--- src/common/mul_defines.svh ---
`ifndef MUL_DEFINES_SVH
`define MUL_DEFINES_SVH

// Width of the parallel multiplicand
`define MUL_OPERAND_W 16

// Width of the product and the running sum
`define MUL_PRODUCT_W 32

// Width of the shift amount and bit counter
// Covers shifts 0 to 15
`define MUL_SHIFT_W 4

`endif

--- src/common/mul_pkg.sv ---
`default_nettype none

`include "mul_defines.svh"

package mul_pkg;

    // Sequencer states
    typedef enum logic [1:0] {
        ST_IDLE       = 2'd0,
        ST_ACCUMULATE = 2'd1,
        ST_DONE       = 2'd2
    } mul_state_e;

    // Partial-product opcodes
    // Subtract only for the sign bit of the multiplier
    typedef enum logic [1:0] {
        PP_ZERO = 2'd0,
        PP_ADD  = 2'd1,
        PP_SUB  = 2'd2
    } pp_op_e;

    // Signed product word
    typedef logic signed [`MUL_PRODUCT_W-1:0] product_t;

    // Decode to execute command
    typedef struct packed {
        pp_op_e                  op;
        logic [`MUL_SHIFT_W-1:0] shift;
    } pp_cmd_t;

    // Decode to result control
    typedef struct packed {
        logic enable;
        logic clear;
    } acc_ctrl_t;

endpackage

`default_nettype wire

--- src/verilog/mul_sequencer.sv ---
`timescale 1ns/1ps
`default_nettype none

`include "mul_defines.svh"

module mul_sequencer (
    input  wire logic          clk,
    input  wire logic          reset,
    input  wire logic          operand_valid,
    input  wire logic          multiplier_bit,
    input  wire logic          result_ready,
    output logic               operand_ready,
    output logic               result_valid,
    output logic               end_of_transmission,
    output mul_pkg::pp_cmd_t   pp_cmd,
    output mul_pkg::acc_ctrl_t acc_ctrl
);

    import mul_pkg::*;

    mul_state_e              state_q;
    mul_state_e              state_d;
    // Index of the multiplier bit sampled this cycle
    logic [`MUL_SHIFT_W-1:0] count_q;
    // High on the sign bit of the multiplier
    logic                    last_bit;

    //////////////////////////////////////////////////////////////////////
    // Handshake levels
    //////////////////////////////////////////////////////////////////////

    // Ready to take new operands only when idle
    assign operand_ready = (state_q == ST_IDLE);

    // Product waits in done until taken
    assign result_valid = (state_q == ST_DONE);

    // One cycle pulse when the product is taken
    assign end_of_transmission = result_valid && result_ready;

    // Counter all ones means bit 15
    assign last_bit = &count_q;

    //////////////////////////////////////////////////////////////////////
    // State and bit counter
    //////////////////////////////////////////////////////////////////////

    always_ff @(posedge clk or negedge reset) begin
        if (!reset) begin
            state_q <= ST_IDLE;
            count_q <= '0;
        end else begin
            state_q <= state_d;
            // Steps once per sampled bit, wraps back to 0 after bit 15
            if (state_q == ST_ACCUMULATE) begin
                count_q <= count_q + 1'b1;
            end else begin
                count_q <= '0;
            end
        end
    end

    always_comb begin
        state_d = state_q;
        case (state_q)
            ST_IDLE: begin
                // Start accepted on valid and ready together
                if (operand_valid && operand_ready) begin
                    state_d = ST_ACCUMULATE;
                end
            end
            ST_ACCUMULATE: begin
                // Sixteenth bit sampled at this edge
                if (last_bit) begin
                    state_d = ST_DONE;
                end
            end
            ST_DONE: begin
                if (end_of_transmission) begin
                    state_d = ST_IDLE;
                end
            end
            default: begin
                state_d = ST_IDLE;
            end
        endcase
    end

    //////////////////////////////////////////////////////////////////////
    // Partial-product command and accumulator control
    //////////////////////////////////////////////////////////////////////

    always_comb begin
        // Shift always follows the bit index
        pp_cmd.shift = count_q;
        pp_cmd.op    = PP_ZERO;
        if ((state_q == ST_ACCUMULATE) && multiplier_bit) begin
            // Weight of bit 15 is negative in two's complement
            pp_cmd.op = last_bit ? PP_SUB : PP_ADD;
        end
    end

    // Accumulate every bit, zero bits add nothing
    assign acc_ctrl.enable = (state_q == ST_ACCUMULATE);
    // Sum cleared at the same edge the product is taken
    assign acc_ctrl.clear  = end_of_transmission;

endmodule

`default_nettype wire

--- src/verilog/partial_product_unit.sv ---
`timescale 1ns/1ps
`default_nettype none

`include "mul_defines.svh"

module partial_product_unit (
    input  wire logic [`MUL_OPERAND_W-1:0] multiplicand,
    input  wire mul_pkg::pp_cmd_t          pp_cmd,
    output mul_pkg::product_t              partial
);

    import mul_pkg::*;

    // Multiplicand widened to product width
    product_t extended;
    // Zero, value or negated value before the shift
    product_t selected;

    //////////////////////////////////////////////////////////////////////
    // Sign extension
    //////////////////////////////////////////////////////////////////////

    // Replicate the sign bit into the upper half
    assign extended = {
        {(`MUL_PRODUCT_W - `MUL_OPERAND_W){multiplicand[`MUL_OPERAND_W-1]}},
        multiplicand
    };

    //////////////////////////////////////////////////////////////////////
    // Opcode select
    //////////////////////////////////////////////////////////////////////

    always_comb begin
        case (pp_cmd.op)
            PP_ADD: begin
                selected = extended;
            end
            PP_SUB: begin
                // Two's-complement negation
                selected = ~extended + 1'b1;
            end
            default: begin
                selected = '0;
            end
        endcase
    end

    // Bits shifted past the top drop out, sum wraps modulo 2^32
    assign partial = selected << pp_cmd.shift;

endmodule

`default_nettype wire

--- src/verilog/product_accumulator.sv ---
`timescale 1ns/1ps
`default_nettype none

module product_accumulator (
    input  wire logic               clk,
    input  wire logic               reset,
    input  wire mul_pkg::acc_ctrl_t acc_ctrl,
    input  wire mul_pkg::product_t  partial,
    output mul_pkg::product_t       product
);

    //////////////////////////////////////////////////////////////////////
    // Running sum
    //////////////////////////////////////////////////////////////////////

    // Product output is the sum register itself
    // Clear wins over enable, the two never overlap in practice
    always_ff @(posedge clk or negedge reset) begin
        if (!reset) begin
            product <= '0;
        end else if (acc_ctrl.clear) begin
            // Ready for the next operand pair
            product <= '0;
        end else if (acc_ctrl.enable) begin
            // Wraps modulo 2^32
            product <= product + partial;
        end
    end

endmodule

`default_nettype wire

--- src/verilog/serial_multiplier.sv ---
`timescale 1ns/1ps
`default_nettype none

`include "mul_defines.svh"

module serial_multiplier (
    input  wire logic                      clk,
    input  wire logic                      reset,
    input  wire logic                      operand_valid,
    input  wire logic [`MUL_OPERAND_W-1:0] multiplicand,
    input  wire logic                      multiplier_bit,
    input  wire logic                      result_ready,
    output logic                           operand_ready,
    output logic                           result_valid,
    output mul_pkg::product_t              product,
    output logic                           end_of_transmission
);

    import mul_pkg::*;

    // Decode to execute
    pp_cmd_t   pp_cmd;
    // Decode to result
    acc_ctrl_t acc_ctrl;
    // Execute to result
    product_t  partial;

    //////////////////////////////////////////////////////////////////////
    // Decode
    //////////////////////////////////////////////////////////////////////

    mul_sequencer u_sequencer (
        .clk                 (clk),
        .reset               (reset),
        .operand_valid       (operand_valid),
        .multiplier_bit      (multiplier_bit),
        .result_ready        (result_ready),
        .operand_ready       (operand_ready),
        .result_valid        (result_valid),
        .end_of_transmission (end_of_transmission),
        .pp_cmd              (pp_cmd),
        .acc_ctrl            (acc_ctrl)
    );

    //////////////////////////////////////////////////////////////////////
    // Execute
    //////////////////////////////////////////////////////////////////////

    // Multiplicand used straight from the port, held stable by the source
    partial_product_unit u_partial_product (
        .multiplicand (multiplicand),
        .pp_cmd       (pp_cmd),
        .partial      (partial)
    );

    //////////////////////////////////////////////////////////////////////
    // Result
    //////////////////////////////////////////////////////////////////////

    product_accumulator u_accumulator (
        .clk      (clk),
        .reset    (reset),
        .acc_ctrl (acc_ctrl),
        .partial  (partial),
        .product  (product)
    );

endmodule

`default_nettype wire
--- config.mk ---
export PLATFORM = sky130hd
export DESIGN_NAME = serial_multiplier
export DESIGN_NICKNAME = d
export VERILOG_FILES = /design/src/common/mul_pkg.sv /design/src/verilog/mul_sequencer.sv /design/src/verilog/partial_product_unit.sv /design/src/verilog/product_accumulator.sv /design/src/verilog/serial_multiplier.sv
export VERILOG_INCLUDE_DIRS = /design/src /design/src/common
export SDC_FILE = /design/constraint.sdc
export NUM_CORES = 1
export LEC_CHECK = 0
export ABC_CLOCK_PERIOD_IN_PS = 4150
export BUFFER_PORTS_ARGS = -buffer_cell sky130_fd_sc_hd__buf_4
export CELL_PAD_IN_SITES_DETAIL_PLACEMENT = 1
export CELL_PAD_IN_SITES_GLOBAL_PLACEMENT = 1
export CORE_ASPECT_RATIO = 1.1
export CORE_MARGIN = 8
export CORE_UTILIZATION = 41
export CTS_BUF_LIST = sky130_fd_sc_hd__clkbuf_4
export DETAILED_ROUTE_END_ITERATION = 16
export PLACE_DENSITY_LB_ADDON = 0.3
export SYNTH_ARGS = -nofsm -noshare
export SYNTH_HDL_FRONTEND = slang
export SYNTH_SLANG_ARGS = --single-unit
--- constraint.sdc ---
create_clock -name clk -period 4.15 [get_ports clk]
set_input_delay 0.2075 -clock clk [delete_from_list [all_inputs] [get_ports clk]]
set_output_delay 0.2075 -clock clk [all_outputs]
set_load 0.01 [all_outputs]
== After elaboration in Yosys (flattened, before gate mapping) ==
Index checks and enable logic that the tools add are counted.
Cells by class
  shifts and indexed selects: 1
  $add $sub $neg: 3
  bitwise operators: 1
  reduce and logical (&&, ||, !) cells: 7
  equality and inequality tests: 7
  muxes and demuxes: 10
Operators by type and width (number)
  2-to-1 mux 32 bit: 2
  one-hot mux 32 bit (2 select lines): 1
  adder 32 x 1 -> 32 bit, second input constant: 1
  adder 32 bit: 1
  NOT 32 bit: 1
  left shift 32 x 4 -> 32 bit: 1
  2-to-1 mux 2 bit: 5
  one-hot mux 2 bit (3 select lines): 1
  adder 4 x 1 -> 4 bit, second input constant: 1
  equality test 2 x 1 -> 1 bit, second input constant: 2
  equality test 2 bit, second input constant: 2
  2-to-1 mux 4 bit: 1
  != test 2 bit, second input constant: 2
  AND reduction 4 bit: 1
  logical AND 1 bit: 3
  AND reduction 3 bit: 1
  logical NOT 2 bit: 1
  != test 2 x 1 -> 1 bit, second input constant: 1
  nonzero test 2 bit: 1
Word-level totals
  logic and storage cells: 32
  input bits: 21
  flip-flop bits (word level): 38

== Logic depth before layout (Yosys ltp) ==
Gate-level depths: netlist (run 1).
  word-level depth: 9
  gate-level depth with buffers: 20
  depth with buffers taken out: 19

== By module ==
A second synthesis (run 1) with hierarchy kept.
Second synthesis, totals
  cells, all modules: 705
  area total of the unflattened synthesis: 5381.4 um^2
Modules (own cells, without submodules)
  product_accumulator: instances 1, area each 2949.1 um^2, sequential area each 800.8 um^2, cells an instance 346
  partial_product_unit: instances 1, area each 2138.3 um^2, sequential area each 0.0 um^2, cells an instance 331
  mul_sequencer: instances 1, area each 294.0 um^2, sequential area each 150.1 um^2, cells an instance 28

== Least setup slack after synthesis (run 1) ==
OpenSTA, ideal clock, no wires.
  kind: input to register
  start: input port multiplicand[7]
  end: register u_accumulator.product[31]
  setup time: 0.079 ns
  data required time: 4.071 ns
  cell stages on the path: 17
  arrival: 4.154 ns
  slack: -0.084 ns
  path buffers: 0
  path through: nor3_1 -> and3_1 -> nand2_1 -> ha_1 -> or3_1 -> a21oi_1 -> a21oi_1 -> a222oi_1 -> ha_1 -> a21oi_1 -> o21ai_1 -> nor2_1 -> a211oi_2 -> o41a_1 -> a41oi_2 -> mux2i_1 -> mux2i_1
Between the ends
  longest elaborated chain between the ends: 7
RTL lines
  start, declared: line serial_multiplier.sv:10  | input wire logic [`MUL_OPERAND_W-1:0] multiplicand,
  NOT 32 bit: line partial_product_unit.sv:40  | selected = ~extended + 1'b1;
  adder 32 x 1 -> 32 bit: line partial_product_unit.sv:40
  one-hot mux 32 bit (2 select lines) *: line partial_product_unit.sv:34  | case (pp_cmd.op)
  left shift 32 x 4 -> 32 bit *: line partial_product_unit.sv:49  | assign partial = selected << pp_cmd.shift;
  adder 32 bit *: line product_accumulator.sv:26  | product <= product + partial;
  2-to-1 mux 32 bit *: line product_accumulator.sv:24  | end else if (acc_ctrl.enable) begin
  2-to-1 mux 32 bit *: line product_accumulator.sv:21  | end else if (acc_ctrl.clear) begin
  end signal, assigned: line product_accumulator.sv:26
  end, declared: line product_accumulator.sv:9  | output mul_pkg::product_t product
Every way passes the cells marked *; elsewhere a longest branch is shown, timed or not. The select of a mux whose other input is x is not followed.
A chain may end at the register's enable or synchronous reset.

== Final worst setup path (run 1) ==
  start: register u_sequencer.count_q[1]
  end: register u_accumulator.product[31]
Between the ends
  longest elaborated chain between the ends: 9
  elaborated cells on any way between the ends: 10
  those cells by class: add/sub: 1; eq/ne: 2; shift: 1; mux: 5; reduce/logical: 1
RTL lines
  start, declared: line mul_sequencer.sv:24  | logic [`MUL_SHIFT_W-1:0] count_q;
  start signal, assigned: line mul_sequencer.sv:56  | count_q <= count_q + 1'b1;
  AND reduction 4 bit: line mul_sequencer.sv:42  | assign last_bit = &count_q;
  2-to-1 mux 2 bit: line mul_sequencer.sv:99  | pp_cmd.op = last_bit ? PP_SUB : PP_ADD;
  2-to-1 mux 2 bit: line mul_sequencer.sv:97  | if ((state_q == ST_ACCUMULATE) && multiplier_bit) begin
  equality test 2 bit or equality test 2 x 1 -> 1 bit (tied branches): line partial_product_unit.sv:34
  one-hot mux 32 bit (2 select lines): line partial_product_unit.sv:34
  left shift 32 x 4 -> 32 bit *: line partial_product_unit.sv:49
  adder 32 bit *: line product_accumulator.sv:26
  2-to-1 mux 32 bit *: line product_accumulator.sv:24
  2-to-1 mux 32 bit *: line product_accumulator.sv:21
Marked as above.

==> impl_metrics.ini, run 1 <==
[clock_network]
worstSkewPairLatency_ns = 0.37
cts_buffer_depth = 2
clk_pin_slew_ns = 0.13
cts_tree = yes
htreeDepth = 2
cts-root-buf = clkbuf_4
cts.sinks = 38
cts_buffers = 5

[setup_path]
reg2reg_to = u_accumulator.product[31]
crit_path_top_delay_cell = a222oi_1
path_cells = ha_4 > nand3_4 > buf_6 > buf_6 > a31oi_4 > xnor2_2 > nor3_2 > buf_4 > a221oi_2 > buf_4 > a222oi_1 > ha_2 > a21oi_2 > o21ai_2 > a32oi_2 > a211oi_2 > o41a_1 > a41oi_2 > mux2i_1 > mux2i_1
max_stage_delay_ns = 0.52
worst_r2r_path_depth = 20
crit_required_ns = 4.44
crit_type = reg2reg
cp_max_fo = 7
crit_path_start_kind = register
arrival_ns = 4.89
cp-startpoint = u_sequencer.count_q[1]
timing.reg2reg.setup_slack_ns = -0.45
cp-end-kind = register
r2r_start = u_sequencer.count_q[1]

[hold_path]
hp-class = in2reg
hold_depth = 2
whs_endpoint = u_sequencer.state_q[0]
holdCritStartpoint = operand_valid

[timing]
finalWorstSetupSlack_ns = -0.454
period_minus_slack_ns = 4.60
setup_viol = 10
relSlewSlack_pct = 29.5
worstMarginPinSlew_ns = 1.05
fin_hold_ws_ns = 0.0521
period_share_pct = 111
tns_ns = -1.69
clock_skew_ns = 0.0127
maxSlewViolCount = 0
rsz0062_at_grt = yes
timing.fmax_mhz = 217
final_hold_viol_count = 0

[routing]
via_count = 5403
via_per_inst = 5.96
dr.pass1.iters = 4
drtAntennaViolNets = 0
routed_wl_um = 20100
drc = 0
drtIter0Drc = 313
wire_per_inst_um = 22.2

[grt]
grt_pass1_wl_um = 29500
grt_overflow = 0
grt_pass1_vias = 5786
antenna_found_initial = 0
grt_max_degree = 39
grt_util_all_layers_pct = 24.9

[die]
die_w_um = 116
ios = 56
coreArea_mm2 = 0.0108
die_area_mm2 = 0.0146
start_util_pct = 41.6
die_y_um = 126
rows = 40

[place]
portBuffers = 55
dp_slack_ns = -0.710
gp_congestion = 0.971
post-dp-hpwl_um = 13400

[synthesis]
syn_inst = 578
synth-seq-cells = 38
syn_area_mm2 = 0.00450
yosysSeqAreaShare_pct = 21.1
syn_nets = 641
synth_edf_count = 0
syn_area_per_cell_um2 = 7.78
ys.flop_type = dfrtp_1
yosysWarningCount = 0
async_reset_ff_share_pct = 100
yosys.cell_types.count = 68

[outcome]
status = finished with violations
failed_checks = setup timing

[cells_and_area]
drive_gt1_share_pct = 39.5
area_growth_pct = 46.6
final_util_pct = 61.0
insertedDiodeCount = 0
nets = 822
final_common_cell = buf_4
layout_common_cells = 194 x buf_4, 71 x nand2_1, 41 x nor2_1

[pwr]
swShare_pct = 50.6
power_switching_w = 0.00355
peakVddDrop_mv = 0.619
p_per_area_mw_per_mm2 = 1060
clockPowerShare_pct = 3.2
pwr-share-seq_pct = 11.4
combPwrFrac_pct = 85.4
leakagePower_nw = 2.96
p_int_w = 0.00346

[run]
maxCapViolCount = 0
## sequential cells by signal, indices dropped and copies added, names as in the netlist
name and flops:
u_accumulator.product 32, u_sequencer.count_q 4, u_sequencer.state_q 2
## synth_stat cells (15+ instances only)
library cell	count	area (um^2)
o21ai_0	47	235
xnor2_1	25	219
ha_1	41	513
nor2_1	47	176
clkbuf_1	22	82.6
mux2i_1	20	200
dfrtp_1	38	951
xor2_1	15	131
nand2_1	72	270
nand3_1	25	125
nor3_1	20	100
a21oi_1	43	215
## through the flow
step | area (um^2) | instances | total power (W)
floorplan | 4500 | 578 | 0.00387
global placement | 5920 | 877 | 0.00586
detailed placement | 5920 | 877 | 0.00609
CTS | 6330 | 900 | 0.00669
global route | 6590 | 906 | 0.00755
finish | 6590 | 906 | 0.00701
## cell families after synthesis
family,Yosys count,synth area share [%]
muxes,26,5.95
adders and majority gates,42,11.9
DFF,38,21.1
xor gates and xnor gates,40,7.79
buffers and inverters,41,3.56
and+or+nand+nor,201,20.8
AOI/OAI and AO/OA,190,28.9
## layout make-up
| class | instances | area, um^2 |
|---|---|---|
| Clock buffer | 7 | 52.6 |
| Fill cell | 1336 | 4220 |
| Inverter | 14 | 52.6 |
| Multi-Input combinational cell | 499 | 3820 |
| Sequential cell | 38 | 951 |
| Tap cell | 147 | 184 |
| Timing Repair Buffer | 201 | 1530 |
## worst max-delay path, delay by kind of cell (launching register included)
kind	cells	cell delay, ns
multiplexers	2	0.50
adder cells (fa/ha/maj)	2	0.61
flip-flops	1	0.44
AO/OA/AOI/OAI	9	1.84
buffers and inverters	4	0.61
AND/OR/NAND/NOR	2	0.32
XOR/XNOR	1	0.21
## how the worst max path moves through the flow
stage,end,slack (ns),cells past startpoint
after global placement,u_accumulator.product[30],-0.55,20
after global routing,u_accumulator.product[31],-0.54,19
after CTS,u_accumulator.product[31],-0.20,19
after floorplan,u_accumulator.product[30],0.06,17
after detailed placement,u_accumulator.product[30],-0.71,20
final,u_accumulator.product[31],-0.45,20
## metal layers
layer / vias up / global-route usage (%) / wire length (um)
met5: - / 0 / 0
met1: 2653 / 28.3 / 8160
met2: 181 / 44.2 / 10300
met4: 0 / 11.1 / 911
li1: 2499 / - / -
met3: 70 / 3.87 / 805
## repair_timing
action,CTS,global route
setup buffers,13,6
gates resized for setup,54,41
gates cloned,1,0
hold endpoints to repair,39,0
setup endpoints to repair,12,17
hold buffers,2,0
pin swaps,24,21
## power by group through the flow
stage / Clock, W / Combinational, W / Sequential, W
3_3_place_gp: 0 / 0.00508 / 0.000776
5_1_grt: 0.000233 / 0.00650 / 0.000820
3_5_place_dp: 0 / 0.00531 / 0.000786
4_1_cts: 0.000230 / 0.00567 / 0.000788
6_report: 0.000222 / 0.00599 / 0.000798
2_1_floorplan: 0 / 0.00306 / 0.000817
No activity file was read; power rests on OpenSTA's default activity.
==> inputs of run 2 (changes only) <==
--- a/config.mk
+++ b/config.mk
@@ -10,7 +10,6 @@
 export BUFFER_PORTS_ARGS = -buffer_cell sky130_fd_sc_hd__buf_4
 export CELL_PAD_IN_SITES_DETAIL_PLACEMENT = 1
 export CELL_PAD_IN_SITES_GLOBAL_PLACEMENT = 1
-export CORE_ASPECT_RATIO = 1.1
 export CORE_MARGIN = 8
 export CORE_UTILIZATION = 41
 export CTS_BUF_LIST = sky130_fd_sc_hd__clkbuf_4
==> impl_metrics.ini, run 2 (same netlist as run 1, synthesis figures left out) <==
[timing]
finalWorstSetupSlack_ns = -0.501
maxSlewViolCount = 0
timing.fmax_mhz = 215
period_minus_slack_ns = 4.65
worstMarginPinSlew_ns = 0.770
clock_skew_ns = 0.0193
rsz0062_at_grt = yes
relSlewSlack_pct = 48.6
period_share_pct = 112
setup_viol = 16
final_hold_viol_count = 0

[setup_path]
cp_max_fo = 5
crit_required_ns = 4.45
crit_type = reg2reg
cp-end-kind = register
crit_path_start_kind = register
arrival_ns = 4.95

[routing]
dr.pass1.iters = 5
routed_wl_um = 22800
drtIter0Drc = 411
wire_per_inst_um = 24.8
via_per_inst = 6.30
drtAntennaViolNets = 0
drc = 0
via_count = 5789

[cells_and_area]
area_growth_pct = 53.9
insertedDiodeCount = 0
largest_reg_flops = 32
fin_area_mm2 = 0.00692
largest_register = u_accumulator.product
nets = 842
top_regs = u_accumulator.product (32), u_sequencer.count_q (4), u_sequencer.state_q (2)
layout_common_cells = 206 x buf_4, 70 x nand2_1, 44 x nor2_1
final_util_pct = 64.1
final_common_cell = buf_4
drive_gt1_share_pct = 42.2

[grt]
grt_overflow = 0
antenna_found_initial = 0
grt_util_all_layers_pct = 26.3
grt_pass1_vias = 5898
grt_max_degree = 39
grt_pass1_wl_um = 31100

[outcome]
status = finished with violations
failed_checks = setup timing

[place]
gp_congestion = 0.967
post-dp-hpwl_um = 13500
place_area_mm2 = 0.00604
portBuffers = 55

[clock_network]
cts_buffers = 5
cts_buffer_depth = 2
htreeDepth = 2
cts.sinks = 38
worstSkewPairLatency_ns = 0.38
cts_tree = yes
cts-root-buf = clkbuf_4
clk_pin_slew_ns = 0.13

[die]
coreArea_mm2 = 0.0108
die_y_um = 121
start_util_pct = 41.7
die_area_mm2 = 0.0146
ios = 56
rows = 38
die_w_um = 121

[run]
maxCapViolCount = 0

[hold_path]
hp-class = in2reg
==> run 2: cell count changes in the layout (fill, tap and decap cells not counted), moves of 3 or more <==
cell	previous run	this run
nor2_1	41	44
buf_6	5	13
o21ai_0	39	34
nor2_2	6	3
a21oi_4	1	4
buf_4	194	206
o31ai_1	4	1
xnor2_2	7	4
mux2i_1	16	12
==> run 2: final timing paths <==
| path | from | endpoint | slack, ns | cells after the start |
|---|---|---|---|---|
| worst max-delay path | u_sequencer.count_q[0] | u_accumulator.product[31] | -0.50 | 21 |
| worst min register to register | u_accumulator.product[31] | u_accumulator.product[31] | 0.54 | 1 |
| worst max register to register | u_sequencer.count_q[0] | u_accumulator.product[31] | -0.50 | 21 |
| worst min-delay path | operand_valid | u_sequencer.state_q[0] | 0.04 | 2 |
| min in group asynchronous | reset | u_accumulator.product[4] | 0.35 | 2 |
| max in group asynchronous | reset | u_accumulator.product[24] | 3.41 | 2 |
==> run 2: layout make-up <==
class	count	area, um^2
inverters	14	52.6
multi-input cells	499	3980
clock buffers	7	52.6
well taps	140	175
fillers	1255	3870
flip-flops and latches	38	951
repair buffers	221	1710
==> run 2: metal layers <==
layer,wire length [um],global-route usage [%]
met5,0,0
met2,11600,47.4
met3,1160,3.82
met1,8830,29.9
met4,1240,12.6
==> run 2: what timing repair did <==
action	CTS	global route
resized for setup	68	62
hold endpoints to repair	39	0
hold buffers	2	0
cloned	1	0
pin swaps	35	33
endpoints found under the setup margin	15	19
setup buffers	13	11
==> run 2: per-stage QoR <==
stage	setup TNS (ns)	hold slack (ns)	worst slack, ns	cells
after floorplan	0	-0.0881	0.0641	578
after global placement	-1.89	0.207	-0.344	887
after detailed placement	-4.50	0.234	-0.573	887
after CTS	-0.683	0.0356	-0.261	909
after global routing	-6.91	0.0469	-0.673	919
final	-3.77	0.0390	-0.501	919
==> run 2: worst max-delay path, cell delays in order, from the launching register on <==
cell      delay (ns)
dfrtp_1         0.43
ha_4            0.17
nand3_4         0.08
buf_6           0.15
a21oi_2         0.13
xnor2_1         0.12
buf_4           0.15
nor3_2          0.17
a21oi_2         0.07
buf_4           0.16
mux2i_4         0.23
mux2i_2         0.15
a222oi_1        0.38
ha_1            0.36
a21oi_2         0.20
o21ai_2         0.12
a32oi_2         0.23
a211oi_2        0.08
o41a_1          0.40
a41oi_2         0.25
mux2i_1         0.29
mux2i_1         0.23
Power of run 2 is not shown: default switching activity piles up to over one toggle a cycle in this logic, so the estimate is an artifact.
